<file path="src/hw/biu_pkg.sv">
`default_nettype none

package biu_pkg;

   // core register width, also the AXI data and address width
   localparam int grlen = 32;

   // one strobe bit per byte lane
   localparam int strb_w = grlen / 8;

   // AXI response field
   localparam int resp_w = 2;

   // exception code field toward the core
   localparam int exccode_w = 6;

   // bus error on an instruction fetch
   localparam logic [exccode_w-1:0] exc_fetch_bus = 6'h06;

   // bus error on a load or a store
   localparam logic [exccode_w-1:0] exc_data_bus = 6'h07;

   // anything other than OKAY is treated as an error
   localparam logic [resp_w-1:0] axi_resp_okay = 2'b00;

   // operation granted by the arbiter and tracked until its response
   typedef enum logic [1:0] {
      op_none  = 2'd0,
      op_fetch = 2'd1,
      op_load  = 2'd2,
      op_store = 2'd3
   } bus_op_e;

   // channel controller states
   // read path  idle -> addr_rd -> wait_r -> idle
   // write path idle -> addr_wr -> wait_b -> idle
   typedef enum logic [2:0] {
      st_idle    = 3'd0,
      st_addr_rd = 3'd1,
      st_wait_r  = 3'd2,
      st_addr_wr = 3'd3,
      st_wait_b  = 3'd4
   } chan_state_e;

endpackage

`default_nettype wire

</file>
<file path="src/hw/biu_axi_channel.sv">
`default_nettype none

module biu_axi_channel (
   input  wire                         aclk,
   input  wire                         arst_n,
   // granted request from the arbiter
   input  wire                         issue,
   input  wire biu_pkg::bus_op_e       issue_op,
   input  wire [biu_pkg::grlen-1:0]    issue_addr,
   input  wire [biu_pkg::grlen-1:0]    issue_wdata,
   input  wire [biu_pkg::strb_w-1:0]   issue_wstrb,
   // status toward arbiter and router
   output logic                        busy,
   output biu_pkg::bus_op_e            pend_op,
   // ar
   output logic [biu_pkg::grlen-1:0]   araddr,
   output logic                        arvalid,
   input  wire                         arready,
   // aw
   output logic [biu_pkg::grlen-1:0]   awaddr,
   output logic                        awvalid,
   input  wire                         awready,
   // w
   output logic [biu_pkg::grlen-1:0]   wdata,
   output logic [biu_pkg::strb_w-1:0]  wstrb,
   output logic                        wlast,
   output logic                        wvalid,
   input  wire                         wready,
   // r or b beat of the outstanding transaction
   input  wire                         resp_done
);

   biu_pkg::chan_state_e state;
   biu_pkg::chan_state_e cur_state;
   biu_pkg::chan_state_e state_nxt;

   // aw and w finish on their own, each remembered until both are in
   logic aw_done;
   logic w_done;
   logic aw_fire;
   logic w_fire;
   logic wr_both;

   // effective state for this cycle
   // the issue cycle is already the address phase, no extra delay
   always_comb begin
      cur_state = state;
      if (state == biu_pkg::st_idle && issue) begin
         if (issue_op == biu_pkg::op_store) begin
            cur_state = biu_pkg::st_addr_wr;
         end else if (issue_op != biu_pkg::op_none) begin
            cur_state = biu_pkg::st_addr_rd;
         end
      end
   end

   // valids held until their own ready
   assign arvalid = (cur_state == biu_pkg::st_addr_rd);
   assign awvalid = (cur_state == biu_pkg::st_addr_wr) & ~aw_done;
   assign wvalid  = (cur_state == biu_pkg::st_addr_wr) & ~w_done;
   // single beat, every w is the last
   assign wlast   = wvalid;

   assign aw_fire = awvalid & awready;
   assign w_fire  = wvalid & wready;
   assign wr_both = (aw_done | aw_fire) & (w_done | w_fire);

   // arbiter regs are frozen while busy
   // so address and data stay stable under back-pressure
   assign araddr = issue_addr;
   assign awaddr = issue_addr;
   assign wdata  = issue_wdata;
   assign wstrb  = issue_wstrb;

   always_comb begin
      state_nxt = cur_state;
      case (cur_state)
         biu_pkg::st_addr_rd: begin
            if (arready) begin
               state_nxt = biu_pkg::st_wait_r;
            end
         end
         biu_pkg::st_wait_r: begin
            if (resp_done) begin
               state_nxt = biu_pkg::st_idle;
            end
         end
         biu_pkg::st_addr_wr: begin
            if (wr_both) begin
               state_nxt = biu_pkg::st_wait_b;
            end
         end
         biu_pkg::st_wait_b: begin
            if (resp_done) begin
               state_nxt = biu_pkg::st_idle;
            end
         end
         default: begin
            state_nxt = biu_pkg::st_idle;
         end
      endcase
   end

   always_ff @(posedge aclk or negedge arst_n) begin
      if (!arst_n) begin
         state   <= biu_pkg::st_idle;
         aw_done <= 1'b0;
         w_done  <= 1'b0;
         pend_op <= biu_pkg::op_none;
      end else begin
         state <= state_nxt;
         // done flags live only inside the write address phase
         if (cur_state == biu_pkg::st_addr_wr && !wr_both) begin
            aw_done <= aw_done | aw_fire;
            w_done  <= w_done | w_fire;
         end else begin
            aw_done <= 1'b0;
            w_done  <= 1'b0;
         end
         // operation awaiting its response
         if (issue) begin
            pend_op <= issue_op;
         end else if (resp_done) begin
            pend_op <= biu_pkg::op_none;
         end
      end
   end

   // issue cycle counts as busy before the state moves
   assign busy = (state != biu_pkg::st_idle) | issue;

endmodule

`default_nettype wire

</file>
<file path="src/hw/biu_req_arbiter.sv">
`default_nettype none

module biu_req_arbiter (
   input  wire                         aclk,
   input  wire                         arst_n,
   // fetch side
   input  wire                         inst_req,
   input  wire [biu_pkg::grlen-1:0]    inst_addr,
   output logic                        inst_addr_ok,
   // load/store side
   input  wire                         data_req,
   input  wire                         data_wr,
   input  wire [biu_pkg::strb_w-1:0]   data_wstrb,
   input  wire [biu_pkg::grlen-1:0]    data_addr,
   input  wire [biu_pkg::grlen-1:0]    data_wdata,
   output logic                        data_addr_ok,
   // channel controller still owns the bus
   input  wire                         busy,
   // granted request, one cycle after acceptance
   output logic                        issue,
   output biu_pkg::bus_op_e            issue_op,
   output logic [biu_pkg::grlen-1:0]   issue_addr,
   output logic [biu_pkg::grlen-1:0]   issue_wdata,
   output logic [biu_pkg::strb_w-1:0]  issue_wstrb
);

   logic             accept_ok;
   logic             grant;
   biu_pkg::bus_op_e grant_op;

   // bus free and no grant in flight
   // the issue cycle is masked too so a held req is not taken twice
   assign accept_ok = ~busy & ~issue;

   // data side first, fetch only when no data request at all
   assign data_addr_ok = data_req & accept_ok;
   assign inst_addr_ok = inst_req & ~data_req & accept_ok;

   assign grant = data_addr_ok | inst_addr_ok;

   // store over load, load over fetch
   always_comb begin
      if (data_addr_ok) begin
         if (data_wr) begin
            grant_op = biu_pkg::op_store;
         end else begin
            grant_op = biu_pkg::op_load;
         end
      end else if (inst_addr_ok) begin
         grant_op = biu_pkg::op_fetch;
      end else begin
         grant_op = biu_pkg::op_none;
      end
   end

   // issue strobe and the granted operation
   always_ff @(posedge aclk or negedge arst_n) begin
      if (!arst_n) begin
         issue    <= 1'b0;
         issue_op <= biu_pkg::op_none;
      end else begin
         issue <= grant;
         if (grant) begin
            issue_op <= grant_op;
         end
      end
   end

   // address and write payload
   // stays put until the next grant, which cannot come while busy
   always_ff @(posedge aclk) begin
      if (data_addr_ok) begin
         issue_addr  <= data_addr;
         issue_wdata <= data_wdata;
         issue_wstrb <= data_wstrb;
      end else if (inst_addr_ok) begin
         issue_addr  <= inst_addr;
         // fetch never writes
         issue_wstrb <= '0;
      end
   end

endmodule

`default_nettype wire

</file>
<file path="src/hw/biu_resp_router.sv">
`default_nettype none

module biu_resp_router (
   input  wire                            aclk,
   input  wire                            arst_n,
   // operation awaiting its response
   input  wire biu_pkg::bus_op_e          pend_op,
   // r
   input  wire [biu_pkg::grlen-1:0]       rdata,
   input  wire [biu_pkg::resp_w-1:0]      rresp,
   input  wire                            rvalid,
   output logic                           rready,
   // b
   input  wire [biu_pkg::resp_w-1:0]      bresp,
   input  wire                            bvalid,
   output logic                           bready,
   // fetch result thrown away by the core
   input  wire                            inst_cancel,
   output logic                           resp_done,
   // fetch side
   output logic [biu_pkg::grlen-1:0]      inst_rdata,
   output logic                           inst_valid,
   output logic                           inst_exception,
   output logic [biu_pkg::exccode_w-1:0]  inst_exccode,
   // load/store side
   output logic [biu_pkg::grlen-1:0]      data_rdata,
   output logic                           data_data_ok,
   output logic                           data_exception,
   output logic [biu_pkg::exccode_w-1:0]  data_exccode
);

   logic fetch_pend;
   logic load_pend;
   logic store_pend;
   logic r_fire;
   logic b_fire;
   logic r_err;
   logic b_err;
   logic fetch_beat;
   logic load_beat;
   logic store_beat;
   logic cancel_q;
   logic inst_drop;

   // one beat at a time, never stall the slave
   assign rready = 1'b1;
   assign bready = 1'b1;

   assign fetch_pend = (pend_op == biu_pkg::op_fetch);
   assign load_pend  = (pend_op == biu_pkg::op_load);
   assign store_pend = (pend_op == biu_pkg::op_store);

   assign r_fire = rvalid & rready;
   assign b_fire = bvalid & bready;
   assign r_err  = (rresp != biu_pkg::axi_resp_okay);
   assign b_err  = (bresp != biu_pkg::axi_resp_okay);

   // beats that belong to the outstanding transaction
   assign fetch_beat = r_fire & fetch_pend;
   assign load_beat  = r_fire & load_pend;
   assign store_beat = b_fire & store_pend;

   assign resp_done = fetch_beat | load_beat | store_beat;

   // cancel seen while the fetch is in flight
   always_ff @(posedge aclk or negedge arst_n) begin
      if (!arst_n) begin
         cancel_q <= 1'b0;
      end else if (resp_done) begin
         cancel_q <= 1'b0;
      end else if (inst_cancel && fetch_pend) begin
         cancel_q <= 1'b1;
      end
   end

   // a cancel in the beat cycle itself also drops the result
   assign inst_drop = cancel_q | inst_cancel;

   // fetch side, data masked when the beat is not ours
   assign inst_rdata     = rdata & {biu_pkg::grlen{fetch_pend}};
   assign inst_valid     = fetch_beat & ~inst_drop;
   assign inst_exception = fetch_beat & r_err & ~inst_drop;
   assign inst_exccode   = inst_exception ? biu_pkg::exc_fetch_bus : '0;

   // load data from r, store completion from b
   assign data_rdata     = rdata & {biu_pkg::grlen{load_pend}};
   assign data_data_ok   = load_beat | store_beat;
   assign data_exception = (load_beat & r_err) | (store_beat & b_err);
   assign data_exccode   = data_exception ? biu_pkg::exc_data_bus : '0;

endmodule

`default_nettype wire

</file>
<file path="src/hw/biu_top.sv">
`default_nettype none

module biu_top (
   input  wire                            aclk,
   input  wire                            arst_n,
   // core fetch side
   input  wire                            inst_req,
   input  wire [biu_pkg::grlen-1:0]       inst_addr,
   input  wire                            inst_cancel,
   output wire                            inst_addr_ok,
   output wire [biu_pkg::grlen-1:0]       inst_rdata,
   output wire                            inst_valid,
   output wire                            inst_exception,
   output wire [biu_pkg::exccode_w-1:0]   inst_exccode,
   // core load/store side
   input  wire                            data_req,
   input  wire                            data_wr,
   input  wire [biu_pkg::strb_w-1:0]      data_wstrb,
   input  wire [biu_pkg::grlen-1:0]       data_addr,
   input  wire [biu_pkg::grlen-1:0]       data_wdata,
   output wire                            data_addr_ok,
   output wire [biu_pkg::grlen-1:0]       data_rdata,
   output wire                            data_data_ok,
   output wire                            data_exception,
   output wire [biu_pkg::exccode_w-1:0]   data_exccode,
   // ar
   output wire [biu_pkg::grlen-1:0]       araddr,
   output wire                            arvalid,
   input  wire                            arready,
   // r
   input  wire [biu_pkg::grlen-1:0]       rdata,
   input  wire [biu_pkg::resp_w-1:0]      rresp,
   input  wire                            rvalid,
   output wire                            rready,
   // aw
   output wire [biu_pkg::grlen-1:0]       awaddr,
   output wire                            awvalid,
   input  wire                            awready,
   // w
   output wire [biu_pkg::grlen-1:0]       wdata,
   output wire [biu_pkg::strb_w-1:0]      wstrb,
   output wire                            wlast,
   output wire                            wvalid,
   input  wire                            wready,
   // b
   input  wire [biu_pkg::resp_w-1:0]      bresp,
   input  wire                            bvalid,
   output wire                            bready
);

   // arbiter to channel controller
   logic                        issue;
   biu_pkg::bus_op_e            issue_op;
   logic [biu_pkg::grlen-1:0]   issue_addr;
   logic [biu_pkg::grlen-1:0]   issue_wdata;
   logic [biu_pkg::strb_w-1:0]  issue_wstrb;
   // channel controller back to arbiter and on to router
   logic                        busy;
   biu_pkg::bus_op_e            pend_op;
   // router back to channel controller
   logic                        resp_done;

   // decode, pick one request
   biu_req_arbiter u_req_arbiter (
      .aclk         (aclk),
      .arst_n       (arst_n),
      .inst_req     (inst_req),
      .inst_addr    (inst_addr),
      .inst_addr_ok (inst_addr_ok),
      .data_req     (data_req),
      .data_wr      (data_wr),
      .data_wstrb   (data_wstrb),
      .data_addr    (data_addr),
      .data_wdata   (data_wdata),
      .data_addr_ok (data_addr_ok),
      .busy         (busy),
      .issue        (issue),
      .issue_op     (issue_op),
      .issue_addr   (issue_addr),
      .issue_wdata  (issue_wdata),
      .issue_wstrb  (issue_wstrb)
   );

   // execute, run the AXI address and write channels
   biu_axi_channel u_axi_channel (
      .aclk        (aclk),
      .arst_n      (arst_n),
      .issue       (issue),
      .issue_op    (issue_op),
      .issue_addr  (issue_addr),
      .issue_wdata (issue_wdata),
      .issue_wstrb (issue_wstrb),
      .busy        (busy),
      .pend_op     (pend_op),
      .araddr      (araddr),
      .arvalid     (arvalid),
      .arready     (arready),
      .awaddr      (awaddr),
      .awvalid     (awvalid),
      .awready     (awready),
      .wdata       (wdata),
      .wstrb       (wstrb),
      .wlast       (wlast),
      .wvalid      (wvalid),
      .wready      (wready),
      .resp_done   (resp_done)
   );

   // result, route r and b back to the core
   biu_resp_router u_resp_router (
      .aclk           (aclk),
      .arst_n         (arst_n),
      .pend_op        (pend_op),
      .rdata          (rdata),
      .rresp          (rresp),
      .rvalid         (rvalid),
      .rready         (rready),
      .bresp          (bresp),
      .bvalid         (bvalid),
      .bready         (bready),
      .inst_cancel    (inst_cancel),
      .resp_done      (resp_done),
      .inst_rdata     (inst_rdata),
      .inst_valid     (inst_valid),
      .inst_exception (inst_exception),
      .inst_exccode   (inst_exccode),
      .data_rdata     (data_rdata),
      .data_data_ok   (data_data_ok),
      .data_exception (data_exception),
      .data_exccode   (data_exccode)
   );

endmodule

`default_nettype wire

</file>
<file path="config.mk">
export PLATFORM = sky130hd
export DESIGN_NAME = biu_top
export DESIGN_NICKNAME = d
export VERILOG_FILES = /design/src/hw/biu_pkg.sv /design/src/hw/biu_axi_channel.sv /design/src/hw/biu_req_arbiter.sv /design/src/hw/biu_resp_router.sv /design/src/hw/biu_top.sv
export SDC_FILE = /design/constraint.sdc
export NUM_CORES = 1
export LEC_CHECK = 0
export ABC_AREA = 1
export BUFFER_PORTS_ARGS = -buffer_cell sky130_fd_sc_hd__buf_2
export CELL_PAD_IN_SITES_DETAIL_PLACEMENT = 0
export CELL_PAD_IN_SITES_GLOBAL_PLACEMENT = 1
export CORE_AREA = 4 4 126 128
export CTS_CLUSTER_DIAMETER = 200
export DETAILED_ROUTE_END_ITERATION = 12
export DIE_AREA = 0 0 130 132
export PLACE_DENSITY_LB_ADDON = 0.2
export SLEW_MARGIN = 30
export SYNTH_ARGS = -nofsm -noshare
export SYNTH_HDL_FRONTEND = slang
export SYNTH_SLANG_ARGS = --single-unit
</file>
<file path="constraint.sdc">
create_clock -name aclk -period 3.19 [get_ports aclk]
set_input_delay 0.1595 -clock aclk [delete_from_list [all_inputs] [get_ports aclk]]
set_output_delay 0.1595 -clock aclk [all_outputs]
set_load 0.1 [all_outputs]
</file>
==> metrics <==
status finished clean; Initial Utilization 25.87%; CP startpoint kind flip-flop; initial drt markers 189; io pins 335; peak fanout along the critical path 33; DR pass1 iterations 4; Tmin final 2.283 ns; post-synth top area cell edfxtp_1; RSZ-0062 raised after global routing false; Area Overhead vs Synth 55.09%; initial antenna violation count 0; WL final 13.58 mm; vias in the first global route 3889; Residual DRC 0; sequential area share after synthesis 60.27%; Synth area leaders edfxtp_1 53%, nand2_1 11%, buf_4 9.4%, nor2_1 7.2%, dfrtp_1 7.2%; via count 3786; Synth Register Bits 79; global placement routability congestion 0.7503; chip width 130 um; share of post-route cells with drive strength above 1 48.30%; most frequent cells in the layout 325 x buf_2, 112 x nand2_1, 74 x nor2_1; clock sink total 79; crit path kind reg2out; post-synthesis cell area 0.003845 mm^2; Port Buf Inserts 325; total core area 0.01486 mm^2; # rows 45; WP data arrival 2.12 ns; clock root buffer clkbuf_16; chip height 132 um; critical path capture point type output pin; Clock transition at path regs 0.06 ns; CTS tree done; DR WL/cell 14.66 um; die area 0.01716 mm^2; Worst Max-Slew Pin Slew 0.5681 ns; Synth cell types 22; Synth Warn # 0; GRT Util Overall 15.11%; Final HPWL DP 10.98 mm; layout net count 879; grt total ovfl 0; first-pass GRT wire length 20.06 mm; Yosys top cell area share 53.11%; Max Cap Violations 0; post-route ant nets 0; Max Freq 438.0 MHz; TritonCTS Buffers 9; Final Hold Violating Endpoints 0; Avg Cell Area, Syn 9.287 um^2; worst rel slew slack 61.99%; Post-Synthesis Cells 414; final setup fails 0; vias per std cell 4.089; CTS HTree Levels 3; clock latency on the worst-skew pair 0.33 ns; period utilization 71.56%; largest net degree at the start of global routing 41; most common cell after layout, fill and taps aside buf_2; Setup TNS 0 ns; CTS Buffer Depth 2; clock skew 0.005329 ns; Final Slew Violations 0; Req. time, crit path 3.03 ns; worst hold slack 0.01837 ns; Hold WC Path Type in2reg
[synth_stat cells]
cell      count
nand2_2       1
o21bai_2      1
inv_2         1
a21oi_1       3
nor2_4        2
nand3_1       7
nor2_1       74
nand4_1       6
inv_1        54
buf_4        48
nand2_1     114
edfxtp_1     68
buf_2         3
buf_6         2
nor2_2        1
o22ai_1       3
dfrtp_1      11
nor3_1        3
clkbuf_1      7
nor4_1        1
conb_1        2
o21ai_0       2
[state kept, by name, summed over array words and instances (netlist names), 2 cells and up]
name	count
u_req_arbiter.issue_addr	32
u_axi_channel.pend_op	2
u_req_arbiter.issue_op	2
u_axi_channel.state	3
u_req_arbiter.issue_wdata	32
u_req_arbiter.issue_wstrb	4
[critical path, stage by stage, from the launching register on]
cell     delay (ns)
dfrtp_1        0.42
inv_1          0.10
nand2_1        0.05
buf_4          0.23
inv_1          0.10
nand2_1        0.11
nor4_2         0.27
buf_2          0.50
[cell type report]
cell class	count	area, um^2
Fill cell	1540	8901
Clock inverter	7	72.57
Inverter	55	206.4
Tap cell	188	235.2
Multi-Input combinational cell	227	939.7
Clock buffer	9	225.2
Sequential cell	79	2317
Antenna cell	1	2.502
Timing Repair Buffer	360	1964
[cell families after synthesis]
| kind of cell | count (synthesis) | synth area share, % |
|---|---|---|
| AND/OR/NAND/NOR | 209 | 21.71 |
| other | 2 | 0.1953 |
| buffers and inverters | 115 | 16.40 |
| flip-flops | 79 | 60.27 |
| AO/OA/AOI/OAI | 9 | 1.432 |
[layer usage]
| metal | vias to the layer above | track usage (%) | wire length [um] |
|---|---|---|---|
| li1 | 1868 | - | - |
| met4 | 0 | 4.792 | 198 |
| met1 | 1701 | 16.12 | 4900 |
| met3 | 12 | 4.579 | 1350 |
| met5 | - | 0 | 0 |
| met2 | 205 | 28.02 | 7129 |
[worst paths after layout]
check                                                          end  slack [ns]  depth (start not counted)                            startpoint
max                                                 inst_exception        0.91                          7  u_axi_channel.pend_op[1]$_DFFE_PN0P_
min in group asynchronous         u_axi_channel.state[1]$_DFF_PN0_        0.22                          2                                arst_n
max in group asynchronous         u_axi_channel.state[2]$_DFF_PN0_        2.76                          2                                arst_n
max reg2reg                u_req_arbiter.issue_wdata[30]$_DFFE_PP_        1.26                          5      u_axi_channel.state[2]$_DFF_PN0_
min                        u_req_arbiter.issue_wdata[18]$_DFFE_PP_        0.02                          1                        data_wdata[18]
min reg2reg                         u_axi_channel.w_done$_DFF_PN0_        0.54                          3       u_axi_channel.aw_done$_DFF_PN0_
[metrics by stage]
step	instances	worst slack, ns	area, um^2	utilization [%]
6_report	926	0.9071	5963	40.12
3_5_place_dp	879	1.160	5360	36.06
4_1_cts	924	0.7851	5948	40.02
5_1_grt	925	0.6938	5961	40.10
2_1_floorplan	421	0.07332	3882	-
3_3_place_gp	879	1.238	5360	36.06
[timing repair]
item	4_1_cts	5_1_grt
gates resized for setup	0	0
hold endpoints to repair	39	1
setup endpoints to repair	0	0
buffers inserted	0	0
hold buffers	29	1
Power is left out: the tool's default activity adds up to more than one toggle a clock period on the data nets, which glitch-free logic cannot reach.
